===== src/hw/icache_pkg.sv =====
package icache_pkg;

	// geometry
	localparam int unsigned ADDR_W        = 32;
	localparam int unsigned BUS_W         = 32;
	localparam int unsigned LINE_W        = 64;
	localparam int unsigned IC_NUM_WAYS   = 2;
	localparam int unsigned IC_INDEX_W    = 8;
	localparam int unsigned IC_NUM_SETS   = 1 << IC_INDEX_W;
	localparam int unsigned IC_TAG_W      = 21;
	localparam int unsigned IC_LINE_BEATS = LINE_W / BUS_W;
	// counts 0 up to IC_LINE_BEATS inclusive
	localparam int unsigned IC_BEAT_CNT_W = $clog2(IC_LINE_BEATS + 1);

	typedef logic [IC_INDEX_W-1:0]  ic_index_t;
	typedef logic [IC_TAG_W-1:0]    ic_tag_t;
	typedef logic [LINE_W-1:0]      ic_line_t;
	typedef logic [IC_NUM_WAYS-1:0] ic_ways_t;
	typedef logic [BUS_W-1:0]       bus_word_t;

	// tag 31:11, set 10:3, word 2, byte 1:0
	typedef struct packed {
		ic_tag_t   tag;
		ic_index_t index;
		logic      word;
		logic [1:0] byte_off;
	} ic_addr_t;

	typedef enum logic [2:0] {
		SWEEP,
		IDLE,
		LOOKUP,
		FILL_REQ,
		FILL_WAIT,
		WRITE,
		RESP
	} ic_state_e;

endpackage


===== src/hw/icache_ram_if.sv =====
`timescale 1ns/1ps

interface icache_ram_if;
	import icache_pkg::*;

	// request side
	logic      req;
	logic      write;
	ic_index_t index;
	ic_ways_t  ways;
	ic_tag_t   wtag;
	logic      wvalid;
	ic_line_t  wdata;

	// read data, one entry per way
	ic_tag_t  [IC_NUM_WAYS-1:0] rtag;
	ic_ways_t                   rvalid;
	ic_line_t [IC_NUM_WAYS-1:0] rdata;

	modport ctrl (output req, write, index, ways, wtag, wvalid, input wdata);

	modport fill (output wdata);

	modport ram (
		input  req, write, index, ways, wtag, wvalid, wdata,
		output rtag, rvalid, rdata
	);

	modport lookup (input rtag, rvalid, rdata);

endinterface


===== src/hw/icache_lookup.sv =====
`timescale 1ns/1ps

module icache_lookup (
	input  logic                 clk_i,
	input  logic                 rst_ni,
	icache_ram_if.lookup         ram,
	input  icache_pkg::ic_tag_t  lookup_tag_i,
	input  logic                 alloc_i,
	output logic                 hit_o,
	output icache_pkg::ic_line_t hit_line_o,
	output icache_pkg::ic_ways_t victim_o
);
	import icache_pkg::*;

	ic_ways_t match;
	ic_ways_t invalid;
	ic_ways_t lowest_invalid;
	ic_ways_t rr_q;

	// tag compare and hit line select
	always_comb begin
		match      = '0;
		hit_line_o = '0;
		for (int w = 0; w < IC_NUM_WAYS; w++) begin
			match[w] = ram.rvalid[w] && (ram.rtag[w] == lookup_tag_i);
			if (match[w]) begin
				hit_line_o = hit_line_o | ram.rdata[w];
			end
		end
	end

	assign hit_o = |match;

	assign invalid = ~ram.rvalid;
	// isolate lowest set bit
	assign lowest_invalid = invalid & (~invalid + ic_ways_t'(1));

	// prefer an empty way, else round robin
	assign victim_o = (|invalid) ? lowest_invalid : rr_q;

	always_ff @(posedge clk_i or negedge rst_ni) begin
		if (!rst_ni) begin
			rr_q <= ic_ways_t'(1);
		end else if (alloc_i) begin
			rr_q <= {rr_q[IC_NUM_WAYS-2:0], rr_q[IC_NUM_WAYS-1]};
		end
	end

	// a set never holds the same line in two ways
	a_single_match: assert property (@(posedge clk_i) disable iff (!rst_ni)
		$onehot0(match));

endmodule


===== src/flat_wrapper.sv =====
// flat-port wrapper written by rule: the top's interface ports become plain ports
module icache_lookup_flat import icache_pkg::*;
  (clk_i, rst_ni, lookup_tag_i, alloc_i, hit_o, hit_line_o, victim_o, ram_rtag, ram_rvalid, ram_rdata);
  icache_ram_if ram_i ();
  input  logic clk_i;
  input  logic rst_ni;
  input  icache_pkg::ic_tag_t lookup_tag_i;
  input  logic alloc_i;
  output logic hit_o;
  output icache_pkg::ic_line_t hit_line_o;
  output icache_pkg::ic_ways_t victim_o;
  input wire logic [$bits(ram_i.rtag)-1:0] ram_rtag;
  input wire logic [$bits(ram_i.rvalid)-1:0] ram_rvalid;
  input wire logic [$bits(ram_i.rdata)-1:0] ram_rdata;
  assign ram_i.rtag = ram_rtag;
  assign ram_i.rvalid = ram_rvalid;
  assign ram_i.rdata = ram_rdata;
  icache_lookup u_core (.clk_i(clk_i), .rst_ni(rst_ni), .ram(ram_i), .lookup_tag_i(lookup_tag_i), .alloc_i(alloc_i), .hit_o(hit_o), .hit_line_o(hit_line_o), .victim_o(victim_o));
endmodule

===== config.mk =====
export PLATFORM = sky130hd
export DESIGN_NAME = icache_lookup_flat
export DESIGN_NICKNAME = d
export VERILOG_FILES = /design/src/hw/icache_pkg.sv /design/src/hw/icache_ram_if.sv /design/src/hw/icache_lookup.sv /design/src/flat_wrapper.sv
export SDC_FILE = /design/constraint.sdc
export NUM_CORES = 1
export LEC_CHECK = 0
export ABC_CLOCK_PERIOD_IN_PS = 2200
export BUFFER_PORTS_ARGS = -buffer_cell sky130_fd_sc_hd__buf_2
export CAP_MARGIN = 10
export CELL_PAD_IN_SITES_DETAIL_PLACEMENT = 0
export CELL_PAD_IN_SITES_GLOBAL_PLACEMENT = 1
export CORE_MARGIN = 8
export CORE_UTILIZATION = 24
export DETAILED_ROUTE_END_ITERATION = 6
export PLACE_DENSITY = 0.9
export SLEW_MARGIN = 0
export SYNTH_ARGS = -nofsm -noshare
export SYNTH_HDL_FRONTEND = slang
export SYNTH_SLANG_ARGS = --single-unit

===== constraint.sdc =====
create_clock -name clk_i -period 2.2 [get_ports clk_i]
set_input_delay 0.22 -clock clk_i [delete_from_list [all_inputs] [get_ports clk_i]]
set_output_delay 0.22 -clock clk_i [all_outputs]
set_load 0.05 [all_outputs]

======== Yosys cells after proc, flatten, opt, wreduce, memory -nomap -nowiden ========
Cells that the tools add are included.
Widths: inputs -> output; s select.
storage, ports and cells
  bits of input ports ..................... 196
  logic and storage cells ................. 15
  register bits ........................... 2
  output and inout bits ................... 67
operators by class
  add/sub/neg operators ................... 1
  muxes and demuxes ....................... 3
  reductions and logical operators ........ 4
  eq/ne operators ......................... 2
  bitwise logic cells ..................... 4
operator list
  operator             count
  $mux 64              2
  $or 64x64->64        1
  $eq 21x21->1         2
  $not 2->2            2
  $reduce_or 2->1      2
  $add 2x1->2 const B  1
  $and 2x2->2          1
  $logic_and 1x1->1    2
  $mux 2               1

======== Logic depth before layout (Yosys ltp) ========
  depth in word-level cells ............... 5
  depth in mapped cells ................... 6
  depth with buffers taken out ............ 4

======== Worst setup path before layout ========
Ideal clock, no wire load.
  kind .................................... in2out
  from .................................... input port lookup_tag_i[6]
  to ...................................... output port hit_line_o[54]
  setup slack ............................. -0.261 ns
  data arrival time ....................... 2.241 ns
  buffers on the path ..................... 1
  required time ........................... 1.980 ns
  cell stages on the path ................. 5
  cells stage by stage .................... xor2_1 > nor4_1 > nand4_1 > clkbuf_1 > o32ai_1
between the ends
  longest elaborated chain between the ends .. 5
  elaborated cells between the ends (all ways) .. 7
  classes of those cells .................. eq/ne: 2; mux: 2; bitwise: 1; reduce/logical: 2
RTL lines
  item                line                 source
  start: declaration  flat_wrapper.sv:7    input icache_pkg::ic_tag_t lookup_tag_i;
  $eq 21x21->1        icache_lookup.sv:25  match[w] = ram.rvalid[w] && (ram.rtag[w] == lookup_tag_i);
  $logic_and 1x1->1   icache_lookup.sv:25
  $mux 64             icache_lookup.sv:26  if (match[w]) begin
  $or 64x64->64       icache_lookup.sv:27  hit_line_o = hit_line_o | ram.rdata[w];
  $mux 64 *           icache_lookup.sv:26
  end: declaration    flat_wrapper.sv:10   output icache_pkg::ic_line_t hit_line_o;
Every way passes the cells marked *; elsewhere a longest branch is shown, timed or not.

======== Final worst setup path ========
  from .................................... input port lookup_tag_i[12]
  to ...................................... output port hit_line_o[37]
The elaborated chain is that of the path after synthesis.

==> metrics.txt <==
min cycle time layout 2.19 ns; CTS tree yes; final instance area 4170 µm²; critical path endpoint category primary output; RR Endpoint u_core.rr_q[0]$_DFFE_PN1P_; fillers 993; Fmax 0.457 GHz; status finished, final reports clean; reg2reg path depth 1; nets 745; uppermost layer routed met4; Clock Latency Late Sink 0.22 ns; hold path endpoint u_core.rr_q[1]$_DFFE_PN0P_; GRT Total Usage 16.8%; Vias/cell 5.44; unrepaired setup endpoints after global routing true; CTS H-tree lvls 1; vias in the first global route 3854; IO Pins 263; critical path type primary input to primary output; met2 WL 6.70 mm; # clock sinks 2; first-pass GRT wire length 18.9 mm; Avg Synthesized Cell Area 7.78 µm²; Routed wire per std cell 19.1 µm; tightest hold margin 0.215 ns; Routed Wire Length 13.0 mm; setup violators final 0; initial antenna violation count 0; crit path max fanout 32; MaxCap Viol Count 0; fin crit share 99.5%; final hold violation count 0; hold_sp alloc_i; R2R Setup Slk 1.47 ns; Setup TNS 0 ns; Die Span X 117 µm; Reg clk slew, reported paths 0.03 ns; Final Max Tran Viols 0; Buffers on Ports 262; Area Growth Syn to Fin 71.8%; pin count of the biggest net entering global routing 66; Slew HR 70.9%; total number of vias 3702; Met3 Wirelength 1.12 mm; Cell Pwr Density 184 nW/µm²; Clock Root Buffer clkbuf_8; sequential-to-total area share from yosys stat 2.11%; # DRC 0; DP Worst Slack 0.0119 ns; final setup margin 0.0119 ns; WP data required 1.98 ns; register bit total from synthesis 2; Cell variety after synth 27; area of the multi-input gates 2210 µm²; Hold Crit Class primary input to register; Tightest Pin Transition 0.437 ns; cell area after synthesis 2430 µm²; reg2reg start u_core.rr_q[0]$_DFFE_PN1P_; biggest regs u_core.rr_q (2); core region area 9770 µm²; initial core utilization 24.8%; number of DRC markers in iteration 0 357; met1 WL 4.93 mm; placed inst area 3850 µm²; Synth Net Count 508; LEAKAGE 0.00169 µW; Layout Skew 0.00670 ns; Syn. warnings 0; Die Ht 117 µm; clk buf depth 2; Routed Antenna Nets 0; Reg area 51.3 µm²; Hold Path Depth 2; GRT overflow 0; Post-Syn Instances 312; die area 13600 µm²; DP HPWL 9.90 mm; max reg flops 2; CP Launch Type primary input; CTS Buf Count 3; routability cong. 0.965; Critical Path AT 1.97 ns; register with the most flip-flops u_core.rr_q; total power 768 µW; First-pass DRT Iterations 4; FP Rows 36; share of cells above drive strength 1 63.5%; peak supply drop 0.361 mV; ANT cells 0
-- metrics by stage --
| stage | cells | util, % |
|---|---|---|
| 6_report | 681 | 42.7 |
| 5_1_grt | 681 | 42.7 |
| 2_1_floorplan | 312 | - |
| 3_3_place_gp | 673 | 39.4 |
| 4_1_cts | 678 | 40.0 |
| 3_5_place_dp | 673 | 39.4 |
-- final cells by class --
| cell class | instances | share of cell area [%] |
|---|---|---|
| sequential | 2 | 1.23 |
| timing repair buffer | 280 | 40.3 |
| tap | 133 | 3.99 |
| clock buffer | 4 | 1.08 |
| multi-input combinational | 257 | 52.9 |
| inverter | 5 | 0.450 |
-- routing by layer --
metal	vias up	track usage, %
li1	1722	-
met2	201	31.7
met3	27	2.90
met5	-	0
met4	0	4.27
met1	1752	19.1
-- cells in the mapped netlist --
cell type  count  area share [%]
nand2_1       68              11
nand4_1       66              17
o32ai_2       50              34
xor2_1        34              12
buf_2         20             4.1
clkbuf_1      16             2.5
o32ai_1       14             5.1
nor4_1         8             2.1
buf_4          6             1.9
buf_6          5             2.3
inv_1          5            0.77
a21boi_0       2            0.62
nand2b_1       2            0.52
nand3_1        2            0.41
xnor2_1        2            0.72
a2111oi_2      1            0.62
a222oi_1       1            0.41
buf_1          1            0.15
dfrtp_1        1             1.0
dfstp_2        1             1.1
mux2_2         1            0.46
nor2b_1        1            0.26
o2111a_1       1            0.46
o21a_1         1            0.31
o21ai_0        1            0.21
o221a_2        1            0.46
o22ai_1        1            0.26
-- power by group --
group / total, µW / switching [µW] / leakage [µW] / internal, µW
combinational: 551 / 319 / 0.00164 / 232
sequential: 57.8 / 6.56 / 0.0000238 / 51.2
clock: 159 / 35.7 / 0.0000228 / 123
-- what timing repair did --
item                                    CTS  global route
hold endpoints to repair                  2             0
hold buffers                              1             0
endpoints found under the setup margin    0            65
gates resized for setup                   0           109
setup buffers                             0             2
-- worst max path at each step --
stage / from / to / cells past startpoint
after global routing: lookup_tag_i[12] / hit_line_o[21] / 7
final: lookup_tag_i[12] / hit_line_o[37] / 7
after global placement: lookup_tag_i[15] / hit_o / 7
after CTS: lookup_tag_i[15] / hit_o / 7
after floorplan: lookup_tag_i[6] / hit_line_o[54] / 5
after detailed placement: lookup_tag_i[15] / hit_line_o[29] / 7
-- critical path, stage by stage --
cell and delay [ns]:
buf_2 0.11, xor2_1 0.19, a2111oi_4 0.38, buf_4 0.39
nand4_1 0.17, o32ai_2 0.16, buf_2 0.31
-- cell families after synthesis --
family,Yosys count,share of synthesized area (%)
XOR/XNOR,36,13.0
multiplexers,1,0.464
buffers and inverters,53,11.7
AND/OR/NAND/NOR,147,30.8
flip-flops,2,2.11
AO/OA/AOI/OAI,73,41.9
-- cell usage in the layout (no fill, tap or decap), types with 4 or more instances in the layout --
master / count
buf_12: 4
clkbuf_4: 10
xor2_1: 34
buf_6: 10
o32ai_1: 6
nand4_1: 66
nand2_1: 67
nor4_1: 6
buf_2: 211
o32ai_2: 57
inv_1: 5
buf_4: 43
Power figures use the tool's default switching activity.
