**src/hw/icache_pkg.sv**
```systemverilog
package icache_pkg;

	// geometry
	localparam int unsigned ADDR_W        = 32;
	localparam int unsigned BUS_W         = 32;
	localparam int unsigned LINE_W        = 64;
	localparam int unsigned IC_NUM_WAYS   = 2;
	localparam int unsigned IC_INDEX_W    = 8;
	localparam int unsigned IC_NUM_SETS   = 1 << IC_INDEX_W;
	localparam int unsigned IC_TAG_W      = 21;
	localparam int unsigned IC_LINE_BEATS = LINE_W / BUS_W;
	// counts 0 up to IC_LINE_BEATS inclusive
	localparam int unsigned IC_BEAT_CNT_W = $clog2(IC_LINE_BEATS + 1);

	typedef logic [IC_INDEX_W-1:0]  ic_index_t;
	typedef logic [IC_TAG_W-1:0]    ic_tag_t;
	typedef logic [LINE_W-1:0]      ic_line_t;
	typedef logic [IC_NUM_WAYS-1:0] ic_ways_t;
	typedef logic [BUS_W-1:0]       bus_word_t;

	// tag 31:11, set 10:3, word 2, byte 1:0
	typedef struct packed {
		ic_tag_t   tag;
		ic_index_t index;
		logic      word;
		logic [1:0] byte_off;
	} ic_addr_t;

	typedef enum logic [2:0] {
		SWEEP,
		IDLE,
		LOOKUP,
		FILL_REQ,
		FILL_WAIT,
		WRITE,
		RESP
	} ic_state_e;

endpackage

```
**src/hw/icache_ram_if.sv**
```systemverilog
`timescale 1ns/1ps

interface icache_ram_if;
	import icache_pkg::*;

	// request side
	logic      req;
	logic      write;
	ic_index_t index;
	ic_ways_t  ways;
	ic_tag_t   wtag;
	logic      wvalid;
	ic_line_t  wdata;

	// read data, one entry per way
	ic_tag_t  [IC_NUM_WAYS-1:0] rtag;
	ic_ways_t                   rvalid;
	ic_line_t [IC_NUM_WAYS-1:0] rdata;

	modport ctrl (output req, write, index, ways, wtag, wvalid, input wdata);

	modport fill (output wdata);

	modport ram (
		input  req, write, index, ways, wtag, wvalid, wdata,
		output rtag, rvalid, rdata
	);

	modport lookup (input rtag, rvalid, rdata);

endinterface

```
**src/hw/icache_fill_buf.sv**
```systemverilog
`timescale 1ns/1ps

module icache_fill_buf (
	input  logic                                 clk_i,
	input  logic                                 rst_ni,
	icache_ram_if.fill                           ram,
	input  logic                                 start_i,
	input  logic                                 rvalid_i,
	input  icache_pkg::bus_word_t                rdata_i,
	input  logic                                 err_i,
	output icache_pkg::ic_line_t                 line_o,
	output logic [icache_pkg::IC_LINE_BEATS-1:0] err_o,
	output logic                                 done_o
);
	import icache_pkg::*;

	logic [IC_BEAT_CNT_W-1:0]             beat_cnt_q;
	logic [$clog2(IC_LINE_BEATS)-1:0]     beat_sel;
	logic [IC_LINE_BEATS-1:0]             err_q;
	bus_word_t [IC_LINE_BEATS-1:0]        line_q;

	assign beat_sel = beat_cnt_q[$clog2(IC_LINE_BEATS)-1:0];
	assign done_o   = beat_cnt_q == IC_BEAT_CNT_W'(IC_LINE_BEATS);

	always_ff @(posedge clk_i or negedge rst_ni) begin
		if (!rst_ni) begin
			beat_cnt_q <= '0;
			err_q      <= '0;
		end else if (start_i) begin
			beat_cnt_q <= '0;
			err_q      <= '0;
		end else if (rvalid_i) begin
			beat_cnt_q       <= beat_cnt_q + 1'b1;
			err_q[beat_sel]  <= err_q[beat_sel] | err_i;
		end
	end

	// beats arrive in order, beat 0 first
	always_ff @(posedge clk_i) begin
		if (rvalid_i) begin
			line_q[beat_sel] <= rdata_i;
		end
	end

	assign line_o    = line_q;
	assign ram.wdata = line_q;
	assign err_o     = err_q;

	a_no_extra_beat: assert property (@(posedge clk_i) disable iff (!rst_ni)
		rvalid_i |-> !done_o);

endmodule

```
**src/flat_wrapper.sv**
```systemverilog
// flat-port wrapper written by rule: the top's interface ports become plain ports
module icache_fill_buf_flat import icache_pkg::*;
  (clk_i, rst_ni, start_i, rvalid_i, rdata_i, err_i, line_o, err_o, done_o, ram_wdata);
  icache_ram_if ram_i ();
  input  logic clk_i;
  input  logic rst_ni;
  input  logic start_i;
  input  logic rvalid_i;
  input  icache_pkg::bus_word_t rdata_i;
  input  logic err_i;
  output icache_pkg::ic_line_t line_o;
  output logic [icache_pkg::IC_LINE_BEATS-1:0] err_o;
  output logic done_o;
  output wire logic [$bits(ram_i.wdata)-1:0] ram_wdata;
  assign ram_wdata = ram_i.wdata;
  icache_fill_buf u_core (.clk_i(clk_i), .rst_ni(rst_ni), .ram(ram_i), .start_i(start_i), .rvalid_i(rvalid_i), .rdata_i(rdata_i), .err_i(err_i), .line_o(line_o), .err_o(err_o), .done_o(done_o));
endmodule
```
**config.mk**
```make
export PLATFORM = sky130hd
export DESIGN_NAME = icache_fill_buf_flat
export DESIGN_NICKNAME = d
export VERILOG_FILES = /design/src/hw/icache_pkg.sv /design/src/hw/icache_ram_if.sv /design/src/hw/icache_fill_buf.sv /design/src/flat_wrapper.sv
export SDC_FILE = /design/constraint.sdc
export NUM_CORES = 1
export LEC_CHECK = 0
export ABC_AREA = 1
export ABC_CLOCK_PERIOD_IN_PS = 6150
export BUFFER_PORTS_ARGS = -buffer_cell sky130_fd_sc_hd__clkbuf_2
export CORE_ASPECT_RATIO = 0.9
export CORE_UTILIZATION = 45
export CTS_CLUSTER_DIAMETER = 200
export DETAILED_ROUTE_END_ITERATION = 16
export PLACE_DENSITY = 0.84
export SYNTH_ARGS = -nofsm -noshare
export SYNTH_HDL_FRONTEND = slang
export SYNTH_SLANG_ARGS = --single-unit
```
**constraint.sdc**
```tcl
create_clock -name clk_i -period 6.15 [get_ports clk_i]
set_clock_uncertainty 0.05 [all_clocks]
set_input_delay 0.3075 -clock clk_i [delete_from_list [all_inputs] [get_ports clk_i]]
set_output_delay 0.3075 -clock clk_i [all_outputs]
set_load 0.01 [all_outputs]
```
Yosys cells after proc, flatten, opt, wreduce, memory -nomap -nowiden

Index checks and enable logic that the tools add are counted.

Input port bits: 37
Latch bits: 0
Memory bits (writable): 0
Word-level logic and storage cells: 23
Memories: 0
Register bits after elaboration: 68
Output and inout bits: 131
Memory bits (read-only): 0

Multiplexer cells: 12
Div/mod/pow operators: 0
Multiply operators: 0
Reductions and logical operators: 2
Eq/ne operators: 1
Add/sub/neg operators: 1
Shift operators: 0
Order comparisons: 2
Bitwise operators: 1

Operators with widths:

| kind                | count |
|---|---|
| $bwmux 64           | 1 |
| $demux 32 s1        | 1 |
| $mux 32             | 1 |
| $mux 2              | 4 |
| $mux 1              | 3 |
| $add 2x1->2 const B | 1 |
| $bwmux 2            | 1 |
| $eq 2x2->1 const B  | 1 |
| $lt 1x2->1 const B  | 1 |
| $reduce_bool 2->1   | 1 |
| $demux 1 s1         | 1 |
| $ge 1x1->1 const B  | 1 |
| $logic_and 1x1->1   | 1 |
| $or 1x1->1          | 1 |

Logic depth before layout (Yosys ltp)

Gate-level depths: netlist (run 1).

Depth after elaboration: 7
Mapped depth: 5
Gate-level depth less buffers: 5

Worst setup path before layout (run 1)

Ideal clock, no wire load.

Kind: reg2reg
Start point: register u_core.beat_cnt_q[0] (netlist name)
End point: register u_core.line_q (netlist bit u_core.line_o[0]) (enable)
Data arrival time: 1.791 ns
Stages on the path, launching flop included: 2
Path buffers: 0
Slack: 3.887 ns
Period minus slack after synthesis: 2.263 ns
Data required time: 5.678 ns
Setup time: 0.422 ns
Path through: dfrtp_1 -> nor2_1

RTL lines:

| element                         | line                  | text |
|---|---|---|
| to (signal, indexed assignment) | icache_fill_buf.sv:41 | `line_q[beat_sel] <= rdata_i;` |
| to (decl)                       | icache_fill_buf.sv:20 | `bus_word_t [IC_LINE_BEATS-1:0] line_q;` |

==> results of run 1 <==
## final cells by class
cell class | count | area share (%)
clock inverter | 4 | 0.582
multi-input combinational | 20 | 2.99
timing repair buffer | 169 | 26.5
sequential | 68 | 62.7
tap | 67 | 2.60
clock buffer | 10 | 3.96
inverter | 6 | 0.698
## synth_stat cells
library cell	number
nand2_1	10
edfxtp_1	64
o21ai_0	1
nor2_1	6
buf_4	64
nand3_1	1
ha_1	1
inv_1	6
dfrtp_1	4
nand2_2	1
## state kept, by name, summed over array words and instances (netlist names)
register / count
u_core.line_o: 64
u_core.err_o: 2
u_core.beat_cnt_q: 2
## cells by family (layout without fill, tap and decap cells)
family	count (synthesis)	after routing	synth area share, %
AND/OR/NAND/NOR	18	18	2.73
buffers and inverters	70	189	19.2
flip-flops	68	68	77.4
AO/OA/AOI/OAI	1	1	0.191
adder cells (fa/ha/maj)	1	1	0.479
## per-layer routing
metal | vias to the layer above | wire length (um) | global-route usage [%]
li1 | 709 | - | -
met1 | 687 | 1730 | 15.9
met2 | 105 | 2270 | 23.9
met3 | 9 | 377 | 5.64
met4 | 0 | 88 | 9.36
met5 | - | 0 | 0
## power breakdown
| group | internal [mW] | switching [mW] |
|---|---|---|
| combinational | 0.0374 | 0.0551 |
| clock | 0.138 | 0.143 |
| sequential | 0.536 | 0.0123 |
## metrics by stage
step / instances / cell area [sq um]
floorplan: 158 / 2610
global placement: 329 / 3070
detailed placement: 329 / 3070
CTS: 344 / 3220
global route: 344 / 3220
finish: 344 / 3220
## how the worst min path moves through the flow
stage	cells after the start	from	endpoint
final	1	rdata_i[28]	u_core.line_o[28]$_DFFE_PP_
after CTS	1	rdata_i[19]	u_core.line_o[51]$_DFFE_PP_
after floorplan	0	rst_ni	u_core.beat_cnt_q[0]$_DFFE_PN0P_
after global placement	1	rst_ni	u_core.beat_cnt_q[1]$_DFFE_PN0P_
after detailed placement	1	rst_ni	u_core.beat_cnt_q[1]$_DFFE_PN0P_
after global routing	1	rdata_i[19]	u_core.line_o[51]$_DFFE_PP_
## timing repair
action	CTS	global route
hold buffers	1	0
endpoints found under the hold margin	4	0
gates resized for setup	0	0
==> run_results.csv, run 1 <==
group,metric,value,unit
outcome,status,"completed",
setup_path,reg2reg_depth,1,
setup_path,worstReg2RegEnd,"u_core.line_o[11]$_DFFE_PP_",
floorplanning,die_y,74.3,um
drt,drt_iter0_markers,34,
setup_path,cp-end-kind,"flip-flop",
setup_path,startpoint_type,"flip-flop",
floorplanning,start_util,48.3,%
timing,finalSetupTns,0,ns
drt,drc_errors,0,
drt,vias,1510,
clock_network,cts_htree_levels,3,
synthesis,netlist_top_cells_area,"edfxtp_1 74%, buf_4 18%, dfrtp_1 3.8%",
pwr,p_total,922,uW
clock_network,cts_tree,"yes",
final_layout,fin_nets,312,
floorplanning,coreArea,5410,sq um
clock_network,clk_latency,0.31,ns
setup_path,required,6.04,ns
setup_path,path_class,"reg -> reg",
clock_network,cts_max_path_buffers,2,
floorplanning,die_w,82.3,um
timing,setup_ws,4.51,ns
setup_path,r2r_slack,4.51,ns
clock_network,cts-root-buf,"clkbuf_8",
final_layout,seq_area,2020,sq um
synthesis,synth_top_area_cell,"edfxtp_1",
clock_network,clkTransAtPathRegs,0.07,ns
floorplanning,dieArea,6120,sq um
synthesis,syn-num-nets,196,
grt,grt_max_degree,33,
setup_path,crit_family,"simple AND/OR/NAND/NOR gates",
grt,grt_remaining_overflow,0,
synthesis,ys_seq_area_share,77.4,%
placement,post-place-ws,4.44,ns
timing,post-route-period-util,26.7,%
floorplanning,rows,25,
grt,track_usage,14.6,%
placement,port_buffers,167,
setup_path,timing.rr.start,"u_core.beat_cnt_q[0]$_DFFE_PN0P_",
grt,antenna_found_initial,0,
synthesis,synth_area,2610,sq um
final_layout,final_common_cell,"clkbuf_2",
clock_network,cts_setup_buffers,0,
setup_path,slowest_stage,"nor2_4",
synthesis,synth_area_per_cell,16.5,sq um
synthesis,netlist.area_leader.share,73.5,%
synthesis,ys_seq_elements,68,
timing,finalHoldViolations,0,
setup_path,path_cells,"nor2_4",
timing,slew_violations,0,
setup_path,crit_end,"u_core.line_o[11]$_DFFE_PP_",
synthesis,ys_warn_count,0,
timing,fmax,609,MHz
setup_path,cp_max_fo,32,
drt,final_antenna_net_count,0,
placement,place_congestion,0.707,
final_layout,diodes,0,
setup_path,cp_data_arrival_time,1.53,ns
drt,wl_per_cell,13.0,um
pwr,power.static_leakage,1.52,nW
grt,grt_pass1_vias,1299,
grt,grt_first_pass_wirelength,6060,um
pwr,peakVddDrop,161,uV
drt,firstDrtPassIters,4,
final_layout,final_util,59.6,%
timing,tightestPinTransition,0.926,ns
timing,slew_headroom,38.1,%
pwr,p_per_area,286,nW/um^2
setup_path,cp.depth,1,
final_layout,final_cell_mix,"167 x clkbuf_2, 64 x edfxtp_1, 10 x nand2_1, 9 x clkbuf_8, 6 x inv_1",
floorplanning,pin_count,168,
drt,via_per_inst,4.39,
timing,finalSetupViolations,0,
final_layout,syn2layout_area_growth,23.4,%
timing,fin_crit,1.64,ns
final_layout,drive_gt1_share,65.7,%
final_layout,fill_cells,441,
timing,rsz0062_at_grt,"no",
timing,fin_hold_ws,0.124,ns
setup_path,path_buf_inv,0,
final_layout,multiInputGateArea,96.3,sq um
setup_path,crit_path_max_incr_delay,0.75,ns
min_path,min-delay-path-class,"in -> reg",
placement,dp_hpwl,3260,um
drt,routed_wl,4470,um
setup_path,startpoint,"u_core.beat_cnt_q[0]$_DFFE_PN0P_",
clock_network,cts_buffers,9,
clock_network,cts_sinks,68,
run,drv_cap,0,
synthesis,synth_cell_types,10,
synthesis,syn_inst,158,
Power figures use the tool's default switching activity.
==> run 2, diff against run 1 <==
--- a/config.mk
+++ b/config.mk
@@ -6,13 +6,13 @@
 export NUM_CORES = 1
 export LEC_CHECK = 0
 export ABC_AREA = 1
-export ABC_CLOCK_PERIOD_IN_PS = 6150
+export ABC_CLOCK_PERIOD_IN_PS = 1600
 export BUFFER_PORTS_ARGS = -buffer_cell sky130_fd_sc_hd__clkbuf_2
 export CORE_ASPECT_RATIO = 0.9
-export CORE_UTILIZATION = 45
+export CORE_UTILIZATION = 42
 export CTS_CLUSTER_DIAMETER = 200
 export DETAILED_ROUTE_END_ITERATION = 16
-export PLACE_DENSITY = 0.84
+export PLACE_DENSITY = 0.8
 export SYNTH_ARGS = -nofsm -noshare
 export SYNTH_HDL_FRONTEND = slang
 export SYNTH_SLANG_ARGS = --single-unit
==> constraint.sdc (replaced) <==
create_clock -name clk_i -period 1.6 [get_ports clk_i]
set_clock_uncertainty 0.05 [all_clocks]
set_input_delay 0.08 -clock clk_i [delete_from_list [all_inputs] [get_ports clk_i]]
set_output_delay 0.08 -clock clk_i [all_outputs]
set_load 0.01 [all_outputs]
==> run 2 against run 1 <==
  * Wire length rose by 19%
  * Global-route usage rose by 2.2 points
  * Critical path depth rose by 2
  * Utilization rose by 2.9 points
  * Clock power rose to 5.2 times the previous value
==> run_results.csv, run 2 (synthesis results as in run 1) <==
group,metric,value,unit
clock_network,cts_setup_buffers,0,
placement,port_buffers,167,
setup_path,crit_path_max_incr_delay,0.46,ns
setup_path,startpoint_type,"flip-flop",
clock_network,clkTransAtPathRegs,0.07,ns
min_path,min-delay-path-class,"in -> reg",
floorplanning,start_util,44.9,%
grt,grt_pass1_vias,1587,
setup_path,path_buf_inv,2,
pwr,p_switching,889,uW
timing,post-route-period-util,82.9,%
setup_path,cp_max_fo,5,
setup_path,cp_data_arrival_time,1.20,ns
floorplanning,dieArea,6540,sq um
floorplanning,die_w,85.2,um
final_layout,final_cell_mix,"167 x clkbuf_2, 64 x edfxtp_1, 34 x dlygate4sd3_1, 10 x nand2_1, 9 x clkbuf_8",
setup_path,path_class,"reg -> out",
placement,place_area,3090,sq um
pwr,peakVddDrop,641,uV
timing,finalSetupViolations,0,
timing,fin_crit,1.33,ns
pwr,internal_power,3.13,mW
final_layout,drive_gt1_share,59.4,%
grt,grt_remaining_overflow,0,
run,drv_cap,0,
timing,fmax,754,MHz
clock_network,clk_latency,0.33,ns
setup_path,slowest_stage,"dfrtp_1",
grt,grt_max_degree,18,
final_layout,diodes,0,
floorplanning,coreArea,5820,sq um
clock_network,cts_htree_levels,3,
grt,met2_usage,31.1,%
drt,wl_per_cell,13.8,um
grt,use_met3,4.41,%
setup_path,cp-end-kind,"output port",
clock_network,cts-root-buf,"clkbuf_8",
drt,drc_errors,0,
setup_path,path_cells,"inv_1, ha_1, clkbuf_2",
timing,finalSetupTns,0,ns
floorplanning,die_y,76.8,um
drt,firstDrtPassIters,4,
pwr,combPwrFrac,10.8,%
grt,grtUsageMet1,17.2,%
setup_path,crit_family,"flip-flops",
pwr,pwr-share-seq,52.5,%
clock_network,cts_max_path_buffers,2,
timing,slew_violations,0,
pwr,netSwitchingFraction,22.1,%
grt,busiest_layer,"met2",
floorplanning,rows,26,
clock_network,cts_buffers,9,
drt,routed_wl,5330,um
timing,slew_headroom,84.5,%
final_layout,syn2layout_area_growth,39.3,%
drt,via_per_inst,4.37,
timing,tightestPinTransition,0.233,ns
pwr,power.static_leakage,1.70,nW
floorplanning,pin_count,168,
final_layout,final_common_cell,"clkbuf_2",
drt,drt_iter0_markers,42,
pwr,clockPowerShare,36.7,%
placement,place_congestion,0.746,
setup_path,required,1.47,ns
grt,grt_first_pass_wirelength,8050,um
final_layout,design_area,3640,sq um
grt,antenna_found_initial,0,
drt,vias,1681,
timing,finalHoldViolations,0,
clock_network,cts_tree,"yes",
timing,rsz0062_at_grt,"no",
outcome,status,"completed",
drt,final_antenna_net_count,0,
pwr,p_per_area,1100,nW/um^2
clock_network,cts_sinks,68,
final_layout,largest_reg_flops,64,
final_layout,fin_nets,348,
grt,track_usage,16.8,%
placement,dp_hpwl,3690,um
## run 2: cell types whose count changed in the layout (fill, tap and decap cells not counted)
cell	change
dlygate4sd3_1	+33
buf_4	+3
bufinv_16	+2
## run 2: path summary, 6_finish.rpt
check                           slack (ns)                             start                                to  cells after the start
worst min-delay path                  0.02                          rvalid_i  u_core.beat_cnt_q[1]$_DFFE_PN0P_                      4
min in group asynchronous             0.06                            rst_ni  u_core.beat_cnt_q[1]$_DFFE_PN0P_                      2
worst min register to register        0.43       u_core.err_o[0]$_DFFE_PN0P_       u_core.err_o[0]$_DFFE_PN0P_                      2
worst max-delay path                  0.27  u_core.beat_cnt_q[0]$_DFFE_PN0P_                            done_o                      3
max in group asynchronous             1.31                            rst_ni       u_core.err_o[0]$_DFFE_PN0P_                      2
worst max register to register        0.34  u_core.beat_cnt_q[0]$_DFFE_PN0P_       u_core.line_o[55]$_DFFE_PP_                      3
## run 2: area by class of cell
| cell class | instances | area [sq um] |
|---|---|---|
| timing repair buffer | 205 | 1210 |
| multi-input combinational | 20 | 96.3 |
| clock inverter | 6 | 78.8 |
| inverter | 6 | 22.5 |
| tap | 70 | 87.6 |
| clock buffer | 10 | 128 |
| fill | 448 | 2180 |
| sequential | 68 | 2020 |
## run 2: power groups by stage
stage / logic (mW) / clock network, mW / registers, mW
5_1_grt: 0.471 / 1.57 / 2.12
4_1_cts: 0.438 / 1.51 / 2.11
6_report: 0.434 / 1.47 / 2.11
2_1_floorplan: 0.196 / 0 / 2.18
3_3_place_gp: 0.363 / 0 / 2.14
3_5_place_dp: 0.372 / 0 / 2.15
## run 2: per-stage QoR
stage	setup WS, ns	hold WS [ns]	cells	util, %	power [mW]
finish	0.274	0.0243	385	62.5	4.01
global route	0.182	0.0482	385	62.5	4.16
CTS	0.247	0.00147	385	62.5	4.06
detailed placement	0.337	-0.159	335	53.1	2.52
global placement	0.392	-0.162	335	53.1	2.50
floorplan	0.0143	-0.266	158	-	2.38
## run 2: metal layers
metal	share of wire (%)	wire length, um
met1	37	1970
met2	54	2900
met3	6.5	344
met4	2.3	121
met5	0	0
## run 2: worst min-delay path, stage by stage
cell	delay, ns
clkbuf_2	0.15
nand2_1	0.06
nand2_1	0.05
nor2_1	0.03
## run 2: timing repair
action,4_1_cts,5_1_grt
hold buffers,34,0
gates resized for setup,0,0
hold endpoints to repair,71,0
