File: src/hw/icache_pkg.sv
package icache_pkg;

	// geometry
	localparam int unsigned ADDR_W        = 32;
	localparam int unsigned BUS_W         = 32;
	localparam int unsigned LINE_W        = 64;
	localparam int unsigned IC_NUM_WAYS   = 2;
	localparam int unsigned IC_INDEX_W    = 8;
	localparam int unsigned IC_NUM_SETS   = 1 << IC_INDEX_W;
	localparam int unsigned IC_TAG_W      = 21;
	localparam int unsigned IC_LINE_BEATS = LINE_W / BUS_W;
	// counts 0 up to IC_LINE_BEATS inclusive
	localparam int unsigned IC_BEAT_CNT_W = $clog2(IC_LINE_BEATS + 1);

	typedef logic [IC_INDEX_W-1:0]  ic_index_t;
	typedef logic [IC_TAG_W-1:0]    ic_tag_t;
	typedef logic [LINE_W-1:0]      ic_line_t;
	typedef logic [IC_NUM_WAYS-1:0] ic_ways_t;
	typedef logic [BUS_W-1:0]       bus_word_t;

	// tag 31:11, set 10:3, word 2, byte 1:0
	typedef struct packed {
		ic_tag_t   tag;
		ic_index_t index;
		logic      word;
		logic [1:0] byte_off;
	} ic_addr_t;

	typedef enum logic [2:0] {
		SWEEP,
		IDLE,
		LOOKUP,
		FILL_REQ,
		FILL_WAIT,
		WRITE,
		RESP
	} ic_state_e;

endpackage

File: src/hw/icache_ram_if.sv
`timescale 1ns/1ps

interface icache_ram_if;
	import icache_pkg::*;

	// request side
	logic      req;
	logic      write;
	ic_index_t index;
	ic_ways_t  ways;
	ic_tag_t   wtag;
	logic      wvalid;
	ic_line_t  wdata;

	// read data, one entry per way
	ic_tag_t  [IC_NUM_WAYS-1:0] rtag;
	ic_ways_t                   rvalid;
	ic_line_t [IC_NUM_WAYS-1:0] rdata;

	modport ctrl (output req, write, index, ways, wtag, wvalid, input wdata);

	modport fill (output wdata);

	modport ram (
		input  req, write, index, ways, wtag, wvalid, wdata,
		output rtag, rvalid, rdata
	);

	modport lookup (input rtag, rvalid, rdata);

endinterface

File: src/hw/icache_ctrl.sv
`timescale 1ns/1ps

module icache_ctrl (
	input  logic                                 clk_i,
	input  logic                                 rst_ni,
	icache_ram_if.ctrl                           ram,
	input  logic                                 req_valid_i,
	output logic                                 req_ready_o,
	input  logic [icache_pkg::ADDR_W-1:0]        req_addr_i,
	output logic                                 resp_valid_o,
	input  logic                                 resp_ready_i,
	output icache_pkg::bus_word_t                resp_rdata_o,
	output logic                                 resp_err_o,
	output logic                                 instr_req_o,
	input  logic                                 instr_gnt_i,
	output logic [icache_pkg::ADDR_W-1:0]        instr_addr_o,
	input  logic                                 icache_enable_i,
	input  logic                                 icache_inval_i,
	output logic                                 busy_o,
	input  logic                                 hit_i,
	input  icache_pkg::ic_line_t                 hit_line_i,
	input  icache_pkg::ic_ways_t                 victim_i,
	input  icache_pkg::ic_line_t                 fill_line_i,
	input  logic [icache_pkg::IC_LINE_BEATS-1:0] fill_err_i,
	input  logic                                 fill_done_i,
	output icache_pkg::ic_tag_t                  lookup_tag_o,
	output logic                                 alloc_o,
	output logic                                 fill_start_o
);
	import icache_pkg::*;

	ic_state_e state_q;
	ic_state_e state_d;
	ic_index_t sweep_idx_q;
	logic      beat_q;
	ic_addr_t  req_addr;
	ic_addr_t  addr_q;
	ic_ways_t  victim_q;
	bus_word_t resp_rdata_q;
	logic      resp_err_q;
	logic      accept;
	logic      fill_ok;

	bus_word_t [IC_LINE_BEATS-1:0] hit_words;
	bus_word_t [IC_LINE_BEATS-1:0] fill_words;

	assign req_addr   = ic_addr_t'(req_addr_i);
	assign hit_words  = hit_line_i;
	assign fill_words = fill_line_i;

	// invalidate wins over a waiting request
	assign req_ready_o  = (state_q == IDLE) & ~icache_inval_i;
	assign accept       = req_valid_i & req_ready_o;
	assign busy_o       = state_q != IDLE;
	assign resp_valid_o = state_q == RESP;
	assign resp_rdata_o = resp_rdata_q;
	assign resp_err_o   = resp_err_q;
	assign instr_req_o  = state_q == FILL_REQ;
	assign instr_addr_o = {addr_q.tag, addr_q.index, beat_q, 2'b00};
	assign lookup_tag_o = addr_q.tag;

	// only clean lines are kept, and only while enabled
	assign fill_ok = icache_enable_i & ~|fill_err_i;

	always_comb begin
		state_d      = state_q;
		alloc_o      = 1'b0;
		fill_start_o = 1'b0;
		case (state_q)
			SWEEP: if (sweep_idx_q == '1) state_d = IDLE;
			IDLE: begin
				if (icache_inval_i) begin
					state_d = SWEEP;
				end else if (accept) begin
					state_d = LOOKUP;
				end
			end
			LOOKUP: begin
				if (hit_i && icache_enable_i) begin
					state_d = RESP;
				end else begin
					alloc_o      = 1'b1;
					fill_start_o = 1'b1;
					state_d      = FILL_REQ;
				end
			end
			FILL_REQ: if (instr_gnt_i && beat_q) state_d = FILL_WAIT;
			FILL_WAIT: if (fill_done_i) state_d = fill_ok ? WRITE : RESP;
			WRITE: state_d = RESP;
			RESP: if (resp_ready_i) state_d = IDLE;
			default: state_d = SWEEP;
		endcase
	end

	// tag and data RAM requests
	always_comb begin
		ram.req    = 1'b0;
		ram.write  = 1'b0;
		ram.index  = addr_q.index;
		ram.ways   = '1;
		ram.wtag   = addr_q.tag;
		ram.wvalid = 1'b0;
		case (state_q)
			SWEEP: begin
				ram.req   = 1'b1;
				ram.write = 1'b1;
				ram.index = sweep_idx_q;
				ram.wtag  = '0;
			end
			IDLE: begin
				ram.req   = accept;
				ram.index = req_addr.index;
			end
			WRITE: begin
				ram.req    = 1'b1;
				ram.write  = 1'b1;
				ram.ways   = victim_q;
				ram.wvalid = 1'b1;
			end
			default: ;
		endcase
	end

	always_ff @(posedge clk_i or negedge rst_ni) begin
		if (!rst_ni) begin
			state_q     <= SWEEP;
			sweep_idx_q <= '0;
			beat_q      <= 1'b0;
		end else begin
			state_q <= state_d;
			// wraps back to zero at the end of a sweep
			if (state_q == SWEEP) begin
				sweep_idx_q <= sweep_idx_q + 1'b1;
			end
			if (state_q == LOOKUP) begin
				beat_q <= 1'b0;
			end else if (instr_req_o && instr_gnt_i) begin
				beat_q <= 1'b1;
			end
		end
	end

	always_ff @(posedge clk_i) begin
		if (accept) begin
			addr_q <= req_addr;
		end
		if (state_q == LOOKUP) begin
			victim_q     <= victim_i;
			resp_rdata_q <= hit_words[addr_q.word];
			resp_err_q   <= 1'b0;
		end
		if (state_q == FILL_WAIT && fill_done_i) begin
			resp_rdata_q <= fill_words[addr_q.word];
			resp_err_q   <= fill_err_i[addr_q.word];
		end
	end

	a_resp_hold: assert property (@(posedge clk_i) disable iff (!rst_ni)
		resp_valid_o && !resp_ready_i |=> resp_valid_o && $stable(resp_rdata_o));

endmodule

File: src/flat_wrapper.sv
// flat-port wrapper written by rule: the top's interface ports become plain ports
module icache_ctrl_flat import icache_pkg::*;
  (clk_i, rst_ni, req_valid_i, req_ready_o, req_addr_i, resp_valid_o, resp_ready_i, resp_rdata_o, resp_err_o, instr_req_o, instr_gnt_i, instr_addr_o, icache_enable_i, icache_inval_i, busy_o, hit_i, hit_line_i, victim_i, fill_line_i, fill_err_i, fill_done_i, lookup_tag_o, alloc_o, fill_start_o, ram_req, ram_write, ram_index, ram_ways, ram_wtag, ram_wvalid, ram_wdata);
  icache_ram_if ram_i ();
  input  logic clk_i;
  input  logic rst_ni;
  input  logic req_valid_i;
  output logic req_ready_o;
  input  logic [icache_pkg::ADDR_W-1:0] req_addr_i;
  output logic resp_valid_o;
  input  logic resp_ready_i;
  output icache_pkg::bus_word_t resp_rdata_o;
  output logic resp_err_o;
  output logic instr_req_o;
  input  logic instr_gnt_i;
  output logic [icache_pkg::ADDR_W-1:0] instr_addr_o;
  input  logic icache_enable_i;
  input  logic icache_inval_i;
  output logic busy_o;
  input  logic hit_i;
  input  icache_pkg::ic_line_t hit_line_i;
  input  icache_pkg::ic_ways_t victim_i;
  input  icache_pkg::ic_line_t fill_line_i;
  input  logic [icache_pkg::IC_LINE_BEATS-1:0] fill_err_i;
  input  logic fill_done_i;
  output icache_pkg::ic_tag_t lookup_tag_o;
  output logic alloc_o;
  output logic fill_start_o;
  output wire logic [$bits(ram_i.req)-1:0] ram_req;
  output wire logic [$bits(ram_i.write)-1:0] ram_write;
  output wire logic [$bits(ram_i.index)-1:0] ram_index;
  output wire logic [$bits(ram_i.ways)-1:0] ram_ways;
  output wire logic [$bits(ram_i.wtag)-1:0] ram_wtag;
  output wire logic [$bits(ram_i.wvalid)-1:0] ram_wvalid;
  input wire logic [$bits(ram_i.wdata)-1:0] ram_wdata;
  assign ram_req = ram_i.req;
  assign ram_write = ram_i.write;
  assign ram_index = ram_i.index;
  assign ram_ways = ram_i.ways;
  assign ram_wtag = ram_i.wtag;
  assign ram_wvalid = ram_i.wvalid;
  assign ram_i.wdata = ram_wdata;
  icache_ctrl u_core (.clk_i(clk_i), .rst_ni(rst_ni), .ram(ram_i), .req_valid_i(req_valid_i), .req_ready_o(req_ready_o), .req_addr_i(req_addr_i), .resp_valid_o(resp_valid_o), .resp_ready_i(resp_ready_i), .resp_rdata_o(resp_rdata_o), .resp_err_o(resp_err_o), .instr_req_o(instr_req_o), .instr_gnt_i(instr_gnt_i), .instr_addr_o(instr_addr_o), .icache_enable_i(icache_enable_i), .icache_inval_i(icache_inval_i), .busy_o(busy_o), .hit_i(hit_i), .hit_line_i(hit_line_i), .victim_i(victim_i), .fill_line_i(fill_line_i), .fill_err_i(fill_err_i), .fill_done_i(fill_done_i), .lookup_tag_o(lookup_tag_o), .alloc_o(alloc_o), .fill_start_o(fill_start_o));
endmodule
File: config.mk
export PLATFORM = sky130hd
export DESIGN_NAME = icache_ctrl_flat
export DESIGN_NICKNAME = d
export VERILOG_FILES = /design/src/hw/icache_pkg.sv /design/src/hw/icache_ram_if.sv /design/src/hw/icache_ctrl.sv /design/src/flat_wrapper.sv
export SDC_FILE = /design/constraint.sdc
export NUM_CORES = 1
export LEC_CHECK = 0
export BUFFER_PORTS_ARGS = -buffer_cell sky130_fd_sc_hd__buf_2
export CAP_MARGIN = 20
export CORE_AREA = 2 2 143 145
export CTS_CLUSTER_DIAMETER = 150
export DETAILED_ROUTE_END_ITERATION = 12
export DIE_AREA = 0 0 145 147
export PLACE_DENSITY_LB_ADDON = 0.15
export SETUP_SLACK_MARGIN = 0.4
export SKIP_LAST_GASP = 1
export SYNTH_ARGS = -nofsm -noshare
export SYNTH_HDL_FRONTEND = slang
export SYNTH_SLANG_ARGS = --single-unit
File: constraint.sdc
create_clock -name clk_i -period 3.8 [get_ports clk_i]
set_input_delay 1.14 -clock clk_i [delete_from_list [all_inputs] [get_ports clk_i]]
set_output_delay 1.14 -clock clk_i [all_outputs]
set_load 0.01 [all_outputs]
* Word-level counts from Yosys, hierarchy flattened
Cells that the tools add are included.
** Word-level totals
- Bits in registers :: 77
- Bits of input ports :: 237
- Output and inout port bits :: 126
- Word-level logic and storage cells :: 68
** Operators by class
- Add/sub/neg operators :: 1
- Magnitude comparators :: 1
- Equal/unequal tests :: 13
- Mux-type cells :: 29
- Bitwise logic cells :: 4
- Reduce and logical (&&, ||, !) cells :: 11
** Operator list (count)
- $mux 32 :: 6
- $mux 21 :: 1
- $mux 3 :: 7
- $pmux 3 s7 :: 1
- $pmux 8 s2 :: 1
- $mux 1 :: 10
- $eq 3x3->1 const B :: 3
- $add 8x1->8 const B :: 1
- $eq 8x8->1 const B :: 1
- $eq 3x2->1 const B :: 2
- $reduce_and 5->1 :: 1
- $logic_and 1x1->1 :: 4
- $mux 2 :: 2
- $ne 2x1->1 const B :: 2
- $ne 2x2->1 const B :: 2
- $reduce_bool 2->1 :: 2
- $reduce_or 2->1 :: 2
- $and 1x1->1 :: 3
- $eq 3x1->1 const B :: 1
- $logic_not 3->1 :: 1
- $ne 3x1->1 const B :: 1
- $ne 3x2->1 const B :: 1
- $lt 1x2->1 const B :: 1
- $pmux 1 s2 :: 1
- 2 further kinds :: 2

* Longest topological paths before layout
- Word-level depth :: 6
- Mapped depth :: 6
- Gate-level depth less buffers :: 5

* Worst setup path before layout
Ideal clock, no wire load.
- Path kind :: input port to output port
- Start point :: input icache_inval_i
- End point :: output ram_req
- Data arrival time :: 2354 ps
- Data required time :: 2660 ps
- Slack :: 306 ps
- Cell stages on the path :: 3
- Path buffers :: 0
- Cells stage by stage :: nor2_1 > and3_1 > or2_2
** On the way
- Cells in the longest elaborated chain, start to end :: 4
** Ends and longest elaborated chain
- start: declaration :: RTL line flat_wrapper.sv:18 : input logic icache_inval_i;
- $not 1->1 :: RTL line icache_ctrl.sv:52 : assign req_ready_o = (state_q == IDLE) & ~icache_inval_i;
- $and 1x1->1 :: RTL line icache_ctrl.sv:52
- $and 1x1->1 :: RTL line icache_ctrl.sv:53 : assign accept = req_valid_i & req_ready_o;
- net u_core.accept :: RTL line icache_ctrl.sv:41 : logic accept;
- $pmux 1 s2 :: RTL line icache_ctrl.sv:103 : case (state_q)
- end: declaration :: RTL line flat_wrapper.sv:29 : output wire logic [$bits(ram_i.req)-1:0] ram_req;
The timed path passes the listed nets, and every way through them passes these cells.

* Worst setup path after layout
- Start point :: register u_core.state_q[2]
- End point :: output ram_wtag[10]
** On the way
- Cells in the longest elaborated chain, start to end :: 2
** Ends and longest elaborated chain
- start: declaration :: RTL line icache_ctrl.sv:32 : ic_state_e state_q;
- start signal: assignment :: RTL line icache_ctrl.sv:130 : state_q <= state_d;
- $logic_not 3->1 :: RTL line icache_ctrl.sv:103
- $mux 21 :: RTL line icache_ctrl.sv:103
- end: declaration :: RTL line flat_wrapper.sv:33 : output wire logic [$bits(ram_i.wtag)-1:0] ram_wtag;
Every way passes these cells.

==> results.sh <==
export IMPL_status="finished clean"
export IMPL_track_usage=0.1094
export IMPL_synth_area_um2=4202
export IMPL_timing_final_crit_share=0.8281
export IMPL_critPathKind="flop to primary output"
export IMPL_area_growth_pct=40.95
export IMPL_p_sw_mw=1.233
export IMPL_fin_skew_ns=0.005454
export IMPL_fmax_mhz=317.8
export IMPL_min_delay_start="u_core.sweep_idx_q[7]"
export IMPL_vias_per_cell=3.979
export IMPL_finalHoldViolations=0
export IMPL_utilization=0.2984
export IMPL_place_ws_ns=0.7588
export IMPL_cts_tree="built"
export IMPL_r2r_start="u_core.state_q[2]"
export IMPL_routed_wl_um=11810
export IMPL_grt_overflow_total=0
export IMPL_drt_pass1_iterations=4
export IMPL_start_util=0.2117
export IMPL_routabilityCongestion=0.7687
export IMPL_root_buffer="clkbuf_16"
export IMPL_leakagePower_nw=2.646
export IMPL_period_needed_ns=3.147
export IMPL_yosysWarningCount=0
export IMPL_crit_fanout=23
export IMPL_cts_sinks=77
export IMPL_antenna_left=0
export IMPL_hp_class="flop to flop"
export IMPL_slowest_stage="or3_2"
export IMPL_p_sw_frac=0.3372
export IMPL_path_cells="or3_2, and2_1, buf_2"
export IMPL_antenna_found_initial=2
export IMPL_power_mw=3.656
export IMPL_final_max_slew_viol_count=0
export IMPL_cp_slowest_stage_delay_ns=0.74
export IMPL_critPathRequiredTime_ns=2.66
export IMPL_yosysSeqAreaShare=0.5360
export IMPL_setup_slack_ns=0.6533
export IMPL_insertion_delay_ns=0.34
export IMPL_clkSlewWorstSetupHoldPaths_ns=0.06
export IMPL_worst_pin_slew_ns=0.5616
export IMPL_peakVddDrop_uv=196.5
export IMPL_layout_commonest_cell="buf_2"
export IMPL_portBuffers=294
export IMPL_p_seq_frac=0.359
export IMPL_grt_start_max_net_pins=34
export IMPL_final_layout_size_suffix_gt1_frac=0.6495
export IMPL_critical_path_arrival_ns=2.01
export IMPL_start_kind="flop"
export IMPL_via_count=3247
export IMPL_final_nets=778
export IMPL_drtIter0Drc=71
export IMPL_pwr_share_comb=0.370
export IMPL_grt_pass1_vias=3294
export IMPL_power_per_cell_area_nw_per_um2=617.3
export IMPL_fin_tns_setup_ns=0
export IMPL_ys_types=31
export IMPL_drc=0
export IMPL_wl_per_cell_um=14.48
export IMPL_avgSynthCellArea_um2=14.15
export IMPL_chipWidth_um=145
export IMPL_clockBufferDepth=2
export IMPL_rrSetupSlack_ns=1.56
export IMPL_htree_levels=3
export IMPL_grt_pass1_wl_um=17670
export IMPL_worstSetupEndpointType="primary output"
export IMPL_rsz0062_at_grt="false"
export IMPL_cts_buffers=9
export IMPL_hpwl_um=9634
export IMPL_max_slew_margin=0.6256
export IMPL_cp_startpoint="u_core.state_q[2]"
export IMPL_cap_violations=0
export IMPL_p_clk_frac=0.271
export IMPL_rows=52
export IMPL_layout_common_cells="294 x buf_2, 65 x edfxtp_1, 33 x mux4_2"
export IMPL_core_um2=19840
export IMPL_postSynthCellCount=297
export IMPL_die_h_um=147
export IMPL_ys_seq_elements=77
export IMPL_post_cts_buffers=0
export IMPL_p_int_mw=2.423
export IMPL_die_area_um2=21320
export IMPL_finalSetupViolations=0
export IMPL_io_pins=363
[synth_stat cells]
master	n	area [µm²]
nor3_4	1	16.27
nand2_1	13	48.80
nor2_1	17	63.81
xor2_1	2	17.52
edfxtp_1	65	1952
clkbuf_1	3	11.26
and3_1	4	25.02
a21boi_0	1	7.510
ha_1	1	12.51
nor2b_1	1	6.260
xnor2_1	4	35.03
buf_6	2	22.52
and2_1	22	137.6
dfrtp_1	12	300.3
buf_2	8	40.04
o21ai_0	4	20.02
mux2i_1	11	110.1
buf_4	57	427.9
nor3b_1	1	7.510
nand4_1	2	12.51
inv_1	5	18.77
or2_2	3	18.77
or3_1	2	12.51
o41ai_1	2	17.52
o221ai_1	2	17.52
conb_1	1	3.750
a21oi_1	11	55.05
nand3_1	3	15.01
a32o_1	1	10.01
nor3_1	3	15.01
mux4_2	33	743.2
[critical path, delay by kind of cell, from the launching register on]
kind          cells  cell delay, ns
simple gates      2            0.99
flops             1            0.53
buf+inv           1            0.13
[per-stage QoR]
stage / area (µm²) / hold slack [ns] / cells
3_5_place_dp: 5567 / 0.5013 / 799
5_1_grt: 5922 / 0.5367 / 816
2_1_floorplan: 4207 / 0.4628 / 298
6_report: 5922 / 0.5064 / 816
4_1_cts: 5918 / 0.5062 / 815
3_3_place_gp: 5567 / 0.4968 / 799
[per-layer routing]
metal,vias to the layer above,GRT usage,part of all wire
li1,1537,-,-
met1,1497,0.1220,0.39
met2,197,0.1886,0.50
met3,14,0.03913,0.094
met4,2,0.04901,0.019
met5,-,0,0.0011
[sequential cells by signal, indices dropped and copies added, names as in the netlist]
signal               flops
u_core.resp_rdata_o     32
u_core.victim_q          2
u_core.resp_err_o        1
u_core.sweep_idx_q       8
u_core.lookup_tag_o     21
u_core.state_q           3
u_core.beat_q            1
u_core.addr_q            1
u_core.instr_addr_o      8
[timing repair]
item                       CTS  global route
setup endpoints to repair    0             1
gates resized for setup      0             1
hold buffers                 0             0
[power groups by stage]
stage	Sequential (mW)	Clock [mW]	Combinational, mW
6_report	1.31	0.991	1.35
5_1_grt	1.35	1.06	1.50
3_5_place_dp	1.34	0	1.38
2_1_floorplan	1.35	0	0.834
4_1_cts	1.32	1.03	1.38
3_3_place_gp	1.33	0	1.38
[layout make-up]
class                           count  area, µm²
Antenna cell                        1      2.502
Clock buffer                       15      321.6
Clock inverter                      1      30.03
Fill cell                        2044      13920
Inverter                            5      18.77
Multi-Input combinational cell    146       1435
Sequential cell                    77       2252
Tap cell                          270      337.8
Timing Repair Buffer              301       1524
[cells by family (layout without fill, tap and decap cells)]
kind of cell,Yosys count,in the layout,synth area share
mux,44,44,0.2031
buf+inv,75,322,0.1239
compound gates,21,21,0.03038
other cells,1,3,0.0008925
xor+xnor,6,6,0.01251
simple gates,72,72,0.09023
fa+ha+maj,1,1,0.002977
flops,77,77,0.5360
[path summary, 6_finish.rpt]
check	to	cells past startpoint
min reg2reg	u_core.sweep_idx_q[7]	1
max reg2reg	u_core.resp_rdata_o[9]	4
max in group asynchronous	u_core.state_q[0]	1
max	ram_wtag[10]	3
min in group asynchronous	u_core.sweep_idx_q[5]	1
min	u_core.sweep_idx_q[7]	1
No activity file was read; power rests on OpenSTA's default activity.
